<file path="src/logic/pipe_pkg.sv">
`default_nettype none

package pipe_pkg;

  // data and instruction words
  typedef logic [31:0] word_t;
  typedef logic [31:0] inst_t;
  typedef logic [4:0]  reg_idx_t;

  // RV32 opcodes
  localparam logic [6:0] op_r      = 7'b0110011;
  localparam logic [6:0] op_imm    = 7'b0010011;
  localparam logic [6:0] op_load   = 7'b0000011;
  localparam logic [6:0] op_store  = 7'b0100011;
  localparam logic [6:0] op_branch = 7'b1100011;

  // R-type funct7
  localparam logic [6:0] funct7_mul = 7'b0000001;
  localparam logic [6:0] funct7_sub = 7'b0100000;

  // funct3 for the ALU ops
  localparam logic [2:0] f3_add = 3'b000;
  localparam logic [2:0] f3_and = 3'b111;
  localparam logic [2:0] f3_or  = 3'b110;
  localparam logic [2:0] f3_xor = 3'b100;

  // scratch memory, word addressed by byte address bits 5..2
  localparam int dmem_words = 16;
  localparam int dmem_aw    = $clog2(dmem_words);

  // load stall FSM
  typedef enum logic {
    normal,
    stalled
  } hz_state_t;

  // multiplier FSM
  typedef enum logic {
    idle,
    run
  } mul_state_t;

endpackage

`default_nettype wire

</file>
<file path="src/logic/exec_pipe.sv">
`default_nettype none

module exec_pipe (
  input  logic               clk,
  input  logic               reset,
  input  logic               in_valid,
  input  pipe_pkg::inst_t    in_inst,
  input  logic               forward_sel_1,
  input  logic               forward_sel_2,
  input  logic               stall,
  input  logic               flush,
  input  pipe_pkg::word_t    product,
  input  logic               mul_done,
  output pipe_pkg::inst_t    inst_exec,
  output pipe_pkg::inst_t    inst_mem,
  output logic               reg_wr,
  output logic               mem_read,
  output logic               branch_taken,
  output logic               mul_start,
  output pipe_pkg::word_t    mul_a,
  output pipe_pkg::word_t    mul_b,
  output logic               out_valid,
  output pipe_pkg::reg_idx_t out_rd,
  output pipe_pkg::word_t    out_result
);
  import pipe_pkg::*;

  word_t      regs [32];
  word_t      dmem [dmem_words];
  logic [6:0] ex_op;
  logic [2:0] ex_f3;
  logic [6:0] ex_f7;
  reg_idx_t   ex_rs1;
  reg_idx_t   ex_rs2;
  word_t      imm_i;
  word_t      imm_s;
  word_t      rf_a;
  word_t      rf_b;
  word_t      op_a;
  word_t      op_b;
  word_t      alu_b;
  word_t      alu_res;
  word_t      ex_result;
  logic       mul_issued;
  logic [6:0] mem_op;
  logic       mem_first;
  logic       load_hold;
  word_t      mem_result;
  word_t      mem_wdata;
  word_t      wb_data;

  // execute stage decode
  assign ex_op  = inst_exec[6:0];
  assign ex_f3  = inst_exec[14:12];
  assign ex_f7  = inst_exec[31:25];
  assign ex_rs1 = inst_exec[19:15];
  assign ex_rs2 = inst_exec[24:20];
  assign imm_i  = {{20{inst_exec[31]}}, inst_exec[31:20]};
  assign imm_s  = {{20{inst_exec[31]}}, inst_exec[31:25], inst_exec[11:7]};

  // register read, write-through from the retiring instruction
  assign rf_a = (ex_rs1 == '0) ? '0 :
                (out_valid && out_rd == ex_rs1) ? wb_data : regs[ex_rs1];
  assign rf_b = (ex_rs2 == '0) ? '0 :
                (out_valid && out_rd == ex_rs2) ? wb_data : regs[ex_rs2];

  assign op_a  = forward_sel_1 ? mem_result : rf_a;
  assign op_b  = forward_sel_2 ? mem_result : rf_b;
  assign alu_b = (ex_op == op_r) ? op_b : imm_i;

  always_comb begin
    case (ex_f3)
      f3_add:  alu_res = (ex_op == op_r && ex_f7 == funct7_sub) ? op_a - alu_b : op_a + alu_b;
      f3_and:  alu_res = op_a & alu_b;
      f3_or:   alu_res = op_a | alu_b;
      f3_xor:  alu_res = op_a ^ alu_b;
      default: alu_res = op_a + alu_b;
    endcase
  end

  always_comb begin
    if (mul_done) begin
      ex_result = product;
    end else if (ex_op == op_load) begin
      ex_result = op_a + imm_i;
    end else if (ex_op == op_store) begin
      ex_result = op_a + imm_s;
    end else begin
      ex_result = alu_res;
    end
  end

  assign branch_taken = (ex_op == op_branch) && (op_a == op_b);

  // start once per MUL, after any load ahead of it has written back
  assign mul_start = (ex_op == op_r) && (ex_f7 == funct7_mul) && (ex_f3 == f3_add) &&
                     !mul_issued && !load_hold;
  assign mul_a     = op_a;
  assign mul_b     = op_b;

  // mem stage decode
  assign mem_op    = inst_mem[6:0];
  assign mem_read  = (mem_op == op_load);
  assign reg_wr    = (mem_op == op_r) || (mem_op == op_imm) || (mem_op == op_load);
  assign load_hold = mem_read & reg_wr & mem_first;
  assign wb_data   = mem_read ? dmem[mem_result[dmem_aw+1:2]] : mem_result;

  assign out_valid  = reg_wr & ~load_hold;
  assign out_rd     = inst_mem[11:7];
  assign out_result = wb_data;

  // stage control
  always_ff @(posedge clk) begin
    if (reset) begin
      inst_exec  <= '0;
      inst_mem   <= '0;
      mul_issued <= 1'b0;
      mem_first  <= 1'b0;
    end else begin
      mem_first <= ~stall;
      if (!stall) begin
        inst_exec  <= (in_valid && !flush) ? in_inst : '0;
        inst_mem   <= inst_exec;
        mul_issued <= 1'b0;
      end else begin
        if (mul_start) begin
          mul_issued <= 1'b1;
        end
        // mem stage keeps only a load in its first cycle
        if (!load_hold) begin
          inst_mem <= '0;
        end
      end
    end
  end

  // mem stage payload
  always_ff @(posedge clk) begin
    if (!stall) begin
      mem_result <= ex_result;
      mem_wdata  <= op_b;
    end
  end

  // register file and scratch memory
  always_ff @(posedge clk) begin
    if (reset) begin
      for (int i = 0; i < 32; i++) begin
        regs[i] <= '0;
      end
      for (int i = 0; i < dmem_words; i++) begin
        dmem[i] <= '0;
      end
    end else begin
      if (out_valid && out_rd != '0) begin
        regs[out_rd] <= wb_data;
      end
      if (mem_op == op_store) begin
        dmem[mem_result[dmem_aw+1:2]] <= mem_wdata;
      end
    end
  end

endmodule

`default_nettype wire

</file>
<file path="src/logic/exec_top.sv">
`default_nettype none

module exec_top (
  input  logic               clk,
  input  logic               reset,
  input  logic               in_valid,
  input  logic               irq,
  input  pipe_pkg::inst_t    in_inst,
  output logic               stall,
  output logic               out_valid,
  output pipe_pkg::reg_idx_t out_rd,
  output pipe_pkg::word_t    out_result
);
  import pipe_pkg::*;

  inst_t inst_exec;
  inst_t inst_mem;
  logic  reg_wr;
  logic  mem_read;
  logic  branch_taken;
  logic  forward_sel_1;
  logic  forward_sel_2;
  logic  flush;
  logic  mul_start;
  word_t mul_a;
  word_t mul_b;
  word_t product;
  logic  m_busy;
  logic  m_done;

  hazard_unit hazard_i (
    .clk           (clk),
    .reset         (reset),
    .reg_wr        (reg_wr),
    .mem_read      (mem_read),
    .branch_taken  (branch_taken),
    .irq           (irq),
    .inst_exec     (inst_exec),
    .inst_mem      (inst_mem),
    .m_busy        (m_busy),
    .m_done        (m_done),
    .forward_sel_1 (forward_sel_1),
    .forward_sel_2 (forward_sel_2),
    .flush         (flush),
    .stall         (stall)
  );

  mul_unit mul_i (
    .clk     (clk),
    .reset   (reset),
    .start   (mul_start),
    .a       (mul_a),
    .b       (mul_b),
    .busy    (m_busy),
    .done    (m_done),
    .product (product)
  );

  exec_pipe pipe_i (
    .clk           (clk),
    .reset         (reset),
    .in_valid      (in_valid),
    .in_inst       (in_inst),
    .forward_sel_1 (forward_sel_1),
    .forward_sel_2 (forward_sel_2),
    .stall         (stall),
    .flush         (flush),
    .product       (product),
    .mul_done      (m_done),
    .inst_exec     (inst_exec),
    .inst_mem      (inst_mem),
    .reg_wr        (reg_wr),
    .mem_read      (mem_read),
    .branch_taken  (branch_taken),
    .mul_start     (mul_start),
    .mul_a         (mul_a),
    .mul_b         (mul_b),
    .out_valid     (out_valid),
    .out_rd        (out_rd),
    .out_result    (out_result)
  );

endmodule

`default_nettype wire

</file>
<file path="src/logic/hazard_unit.sv">
`default_nettype none

module hazard_unit (
  input  logic            clk,
  input  logic            reset,
  input  logic            reg_wr,
  input  logic            mem_read,
  input  logic            branch_taken,
  input  logic            irq,
  input  pipe_pkg::inst_t inst_exec,
  input  pipe_pkg::inst_t inst_mem,
  input  logic            m_busy,
  input  logic            m_done,
  output logic            forward_sel_1,
  output logic            forward_sel_2,
  output logic            flush,
  output logic            stall
);
  import pipe_pkg::*;

  reg_idx_t  rs1_exec;
  reg_idx_t  rs2_exec;
  reg_idx_t  rd_mem;
  hz_state_t state;
  hz_state_t state_next;
  logic      stall_load;
  logic      stall_mul;

  assign rs1_exec = inst_exec[19:15];
  assign rs2_exec = inst_exec[24:20];
  assign rd_mem   = inst_mem[11:7];

  // forward a mem-stage ALU result, never a load and never x0
  always_comb begin
    forward_sel_1 = 1'b0;
    forward_sel_2 = 1'b0;
    if (reg_wr && !mem_read && rd_mem != '0) begin
      if (rs1_exec == rd_mem) begin
        forward_sel_1 = 1'b1;
      end
      if (rs2_exec == rd_mem) begin
        forward_sel_2 = 1'b1;
      end
    end
  end

  // one hold cycle for a load sitting in the mem stage
  always_comb begin
    stall_load = 1'b0;
    state_next = state;
    case (state)
      normal: begin
        if (mem_read && reg_wr) begin
          stall_load = 1'b1;
          state_next = stalled;
        end
      end
      stalled: begin
        state_next = normal;
      end
      default: begin
        state_next = normal;
      end
    endcase
  end

  always_ff @(posedge clk) begin
    if (reset) begin
      state <= normal;
    end else begin
      state <= state_next;
    end
  end

  // multiplier holds the pipe until its done pulse
  assign stall_mul = m_busy & ~m_done;

  assign stall = stall_load | stall_mul;

  // incoming instruction is dropped on a taken branch or irq
  assign flush = branch_taken | irq;

endmodule

`default_nettype wire

</file>
<file path="src/logic/mul_unit.sv">
`default_nettype none

module mul_unit (
  input  logic            clk,
  input  logic            reset,
  input  logic            start,
  input  pipe_pkg::word_t a,
  input  pipe_pkg::word_t b,
  output logic            busy,
  output logic            done,
  output pipe_pkg::word_t product
);
  import pipe_pkg::*;

  mul_state_t state;
  logic [4:0] count;
  word_t      acc;
  word_t      mcand;
  word_t      mplier;

  // busy covers the start cycle so the stall begins at once
  assign busy    = (state == run) | start;
  assign product = acc;

  always_ff @(posedge clk) begin
    if (reset) begin
      state <= idle;
      count <= '0;
      done  <= 1'b0;
    end else begin
      done <= 1'b0;
      case (state)
        idle: begin
          if (start) begin
            state <= run;
            count <= 5'd1;
          end
        end
        run: begin
          count <= count + 5'd1;
          // bit 31 handled at this edge
          if (count == 5'd31) begin
            state <= idle;
            done  <= 1'b1;
          end
        end
        default: begin
          state <= idle;
        end
      endcase
    end
  end

  // shift-add datapath, bit 0 of b is consumed on the start edge
  always_ff @(posedge clk) begin
    if (state == idle && start) begin
      acc    <= b[0] ? a : '0;
      mcand  <= a << 1;
      mplier <= b >> 1;
    end else if (state == run) begin
      acc    <= acc + (mplier[0] ? mcand : '0);
      mcand  <= mcand << 1;
      mplier <= mplier >> 1;
    end
  end

endmodule

`default_nettype wire

</file>
<file path="config.mk">
export PLATFORM = sky130hd
export DESIGN_NAME = exec_top
export DESIGN_NICKNAME = d
export VERILOG_FILES = /design/src/logic/pipe_pkg.sv /design/src/logic/exec_pipe.sv /design/src/logic/exec_top.sv /design/src/logic/hazard_unit.sv /design/src/logic/mul_unit.sv
export SDC_FILE = /design/constraint.sdc
export NUM_CORES = 2
export LEC_CHECK = 0
export BUFFER_PORTS_ARGS = -buffer_cell sky130_fd_sc_hd__buf_2
export CORE_ASPECT_RATIO = 1.5
export CORE_UTILIZATION = 55
export DETAILED_ROUTE_END_ITERATION = 8
export PLACE_DENSITY_LB_ADDON = 0.25
export SYNTH_ARGS = -nofsm -noshare
export SYNTH_HDL_FRONTEND = slang
export SYNTH_SLANG_ARGS = --single-unit
export TNS_END_PERCENT = 5
</file>
<file path="constraint.sdc">
create_clock -name clk -period 7.25 [get_ports clk]
set_input_delay 0.3625 -clock clk [delete_from_list [all_inputs] [get_ports clk]]
set_output_delay 0.3625 -clock clk [all_outputs]
set_load 0.05 [all_outputs]
</file>
After elaboration in Yosys (flattened, before gate mapping):

Memories as Yosys holds them, arrays and structs flattened. A register that Yosys moved wholly into a read port is not among the register bits.
Cells that the tools add are included.

* flip-flop bits (word level): 212
* latch bits: 0
* bits in writable memories: 1536
* ROM bits: 0
* input port bits: 36
* output and inout bits: 39
* memories kept: 2

Memory list
* pipe_i.regs: depth 32, width 32, rd ports 2, clocked after memory_dff 2, write ports 32, line exec_pipe.sv:28 `word_t regs [32];`
* pipe_i.dmem: depth 16, width 32, rd ports 1, clocked after memory_dff 1, write ports 16, line exec_pipe.sv:29 `word_t dmem [dmem_words];`

* add/sub/neg operators: 6
* multiply operators: 0
* div/mod/pow operators: 0
* order comparisons: 0
* eq/ne operators: 21
* shifts and indexed selects: 0
* mux-type cells: 56
* bitwise gates (word level): 15
* reduce and logical (&&, ||, !) cells: 29

Operator list (number)
* 32-bit 2-to-1 mux: 21
* 32-bit adder: 4
* 32-bit one-hot mux with 4 select lines: 1
* 32-bit OR reduction: 2
* 31-bit 2-to-1 mux: 2
* 7-bit by 6-bit == test with 1-bit output (second input constant): 5
* 32-bit bitwise AND: 1
* 32-bit == test: 1
* 32-bit bitwise OR: 1
* 32-bit subtractor: 1
* 32-bit bitwise XOR: 1
* 5-bit 2-to-1 mux: 6
* 12-bit 2-to-1 mux: 2
* 5-bit == test: 4
* 1-bit 2-to-1 mux: 19
* 7-bit by 2-bit == test with 1-bit output (second input constant): 2
* 1-bit logical AND: 14
* 5-bit logical NOT: 2
* 5-bit one-hot mux with 2 select lines: 1
* 3-bit == test (second input constant): 3
* 4-bit 2-to-1 mux: 2
* 7-bit by 1-bit == test with 1-bit output (second input constant): 1
* 7-bit by 5-bit == test with 1-bit output (second input constant): 1
* 7-bit == test (second input constant): 1
* 14 further kinds: 29

Longest topological paths before layout:

* depth in word-level cells: 19
* gate-level depth with buffers: 26
* gate-level depth less buffers: 21

Cells and area by module:

From an unflattened synthesis, not the netlist that was laid out.

* cells, all modules: 7946
* area, all modules: 96766.6 µm²

Modules (own cells, without submodules)
* exec_pipe: instances 1, cells each 7226, area each 90252.8 µm², seq. area each 49647.6 µm²
* mul_unit: instances 1, cells each 697, area each 6334.8 µm², seq. area each 2962.8 µm²
* hazard_unit: instances 1, cells each 23, area each 178.9 µm², seq. area each 20.0 µm²

Least setup slack after synthesis:

No wires, ideal clock.

* kind: register to register
* start point: register (tool-made name)
* end point: register pipe_i.mem_result[28] (data pin)
* setup time: 269 ps
* arrival time: 5861 ps
* data required time: 6981 ps
* setup slack: 1119 ps
* cell stages (with the launch flop): 25
* period minus slack after synthesis: 6131 ps
* cell sequence: dfxtp_1 > clkbuf_1 > buf_2 > buf_4 > buf_2 > clkbuf_1 > mux4_2 > mux4_2 > mux2i_1 > nand2_1 > o211ai_1 > inv_1 > ha_1 > fa_1 > a211oi_1 > o21ai_1 > a31o_2 > o311a_1 > a21oi_1 > o21ai_1 > a311oi_1 > mux2_2 > o21ai_0 > nand3_1 > a31oi_1

RTL lines
* end signal, assigned: line exec_pipe.sv:140 `mem_result <= ex_result;`
* end, declared: line exec_pipe.sv:48 `word_t mem_result;`

==> run summary <==
Maxcap violations: 0
Sequential-to-total area share from yosys stat: 55.0%
Slowest-stage cell, CP: a2111oi_0
WP data arrival: 7.58 ns
Worst-Skew Late Latency: 0.86 ns
Top FF cell, synth: edfxtp_1
Final non-filler cell total: 10,199
Starting Density: 55.4%
Cells after DPL: 9,856
Final min period: 7.05 ns
Worst-margin pin slew: 1.39 ns
Die width: 341 um
RSZ-0062 raised after global routing: no
CTS tree: done
DRT iter0 DRCs: 11,357
Fin. Hold Viols: 0
CP top delay family: compound AO/OA/AOI/OAI gates
Final Cycle Share: 97.3%
Clock slew seen by the registers of the worst setup and hold paths: 0.07 ns
Routability Congestion: 1.10
Die Span Y: 511 um
R2R Path End: pipe_i.mem_result[29]
Commonest non-fill, non-tap cells in the layout: edfxtp_1 (1,694), nor2_1 (1,224), and2_1 (563), mux4_2 (509), buf_4 (469)
Htree depth: 4
Setup crit start kind: register
Number of I/O pins: 75
Initial antenna violation count: 22
Reg area: 52,300 um2
Final core occ: 61.6%
Min-delay worst type: input port to register
Slowest cell delay on critical path: 0.82 ns
Place WS: 0.409 ns
Total track usage: 42.0%
Layout fillers: 13,295
Cell Area, Synth: 95,000 um2
Critical-path maximum fanout: 36
End of the critical path: pipe_i.mem_result[29]
Core area: 171,000 um2
Placed cell area: 99,800 um2
Final setup skew: 0.0605 ns
Final setup vio count: 0
Detail Placement HPWL: 249,000 um
Die area: 174,000 um2
Post-synth top area share: 53.6%
WL/cell: 36.1 um
CP bufs+invs: 5
Multi-input gate area in the final layout: 39,800 um2
Fraction of registers with async set or reset after synthesis: 0%
Final Cell Area: 105,000 um2
Yosys top cell by area: edfxtp_1
Register-to-Register Path Depth: 21
Clk sinks: 1,762
TritonRoute pass-1 iters: 7
Seq cells post-synth: 1,762
Final nets: 8,007
Syn avg cell area: 12.4 um2
CP Data Required Time: 7.78 ns
Commonest non-fill, non-tap cell in the layout: edfxtp_1
Number of different library cells in the post-synthesis netlist: 100
Leak: 37.5 nW
First-pass GRT wire length: 515,000 um
Syn Inst Count: 7,679
# port buffers: 74
Share of cells above drive strength 1: 18.7%
Critical path depth: 21
Clock root buffer: clkbuf_16
Slew Limit Fails: 0
Number of flops mapped to enable cells by yosys: 1,694
Maximum vdd drop: 0.270 mV
PnR worst setup slack: 0.198 ns
Worst slew margin: 6.68%
Final wirelength: 368,000 um
DRC Markers: 0
Area delta synth->final: 11.0%
Worst hold margin: 0.0808 ns
GRT overflow: 0
Fmax: 0.142 GHz
WS Path Type: register to register
Power Density: 226 nW/um2
Total chip power: 23.8 mW
Remaining antenna violation count: 0
Vias in the first global route: 70,770
Yosys warns: 0
R2R Setup Slk: 0.20 ns
Fin Setup TNS: 0 ns
Largest net degree at the start of global routing: 84
Via/cell ratio: 7.07
Setup crit end kind: register
Row count: 186
Top post-synthesis cells by area: edfxtp_1 (54%), mux4_2 (12%), nor2_1 (4.9%)
Routed vias: 72,068
TritonCTS Buffers: 167
Max Root-Sink Buffers: 3
Status: finished clean
CP Cell Sequence: buf_12 > buf_4 > mux4_2 > mux2i_1 > o21ai_0 > nor3_1 > buf_4 > a211oi_1 > buf_4 > ha_1 > inv_1 > o21bai_1 > a21oi_1 > o31ai_1 > a2111oi_0 > o31ai_1 > o21a_1 > o21a_1 > or4_1 > a32oi_1 > o31ai_1
## sequential cells by signal (all words and copies together), names as in the netlist, named ones only
signal	flops
pipe_i.regs	1024
pipe_i.dmem	512
mul_i.product	32
pipe_i.inst_exec	32
pipe_i.mem_result	32
pipe_i.mem_wdata	32
mul_i.mcand	31
mul_i.mplier	31
pipe_i.inst_mem	12
mul_i.count	5
hazard_i.state	1
mul_i.done	1
mul_i.state	1
pipe_i.mem_first	1
pipe_i.mul_issued	1
## cells in the mapped netlist (48+ instances only)
library cell  count
a21o_1           48
a21oi_1         242
a221oi_1         56
a22o_1           61
a22oi_1         169
and2_1          563
buf_2           105
clkbuf_1        483
dfxtp_1          68
edfxtp_1       1694
ha_1            164
inv_1           161
mux2i_1         363
mux4_2          509
nand2_1         446
nand2b_1         63
nand3_1          81
nor2_1         1242
nor3_1           75
o21ai_0         224
o22ai_1          62
xnor2_1          96
## timing repair
action                     4_1_cts  5_1_grt
hold endpoints to repair        39        0
setup endpoints to repair        0        7
gates resized for setup          0        3
buffers inserted                 0        1
hold buffers                    30        0
## cell families (layout without fill, tap and decap cells)
logic type	after synthesis	count (layout)	share of synthesized area (%)
other	1	39	0.00395
muxes	899	899	16.2
xor gates and xnor gates	139	139	1.28
AOI/OAI and AO/OA	1188	1188	8.42
buffers and inverters	847	1073	3.74
adders and majority gates	169	169	2.27
and+or+nand+nor	2674	2674	13.1
DFF	1762	1762	55.0
## layer usage
metal	share of wire, %	track usage, %	wire length [um]
met4	11	36.9	40800
met1	31	47.6	114000
met5	0.036	0	132
met3	13	11.2	46400
met2	45	65.3	167000
## worst min-delay path by stage
stage	startpoint	end	slack [ns]	cells after the start
2_1_floorplan	hazard_i.state	hazard_i.state	0.40	1
3_3_place_gp	hazard_i.state	hazard_i.state	0.41	1
3_5_place_dp	hazard_i.state	hazard_i.state	0.42	1
4_1_cts	in_inst[20]	pipe_i.inst_exec[20]	0.005	2
5_1_grt	in_inst[19]	pipe_i.inst_exec[19]	0.05	2
6_report	in_inst[19]	pipe_i.inst_exec[19]	0.08	2
## power breakdown
part / leakage [nW] / switching [mW] / total, mW / internal, mW
Clock: 2.52 / 4.13 / 8.73 / 4.61
Combinational: 17.0 / 2.20 / 3.28 / 1.08
Sequential: 18.0 / 0.327 / 11.8 / 11.5
## final cells by class
type	count	share of cell area, %
clock inverters	104	0.915
flip-flops and latches	1762	49.6
multi-input cells	5101	37.7
well taps	2256	2.68
repair buffers	595	4.40
clock buffers	199	4.08
inverters	175	0.629
diodes	7	0.0166
## worst reg2reg max path: cells and delay by family, from the launching register on
kind                     cells  cell delay [ns]
AO/OA/AOI/OAI               11             2.70
buffers and inverters        5             1.18
AND/OR/NAND/NOR              2             1.03
multiplexers                 2             0.89
flip-flops                   1             0.64
adder cells (fa/ha/maj)      1             0.31
(Power assumes the default switching activity.)
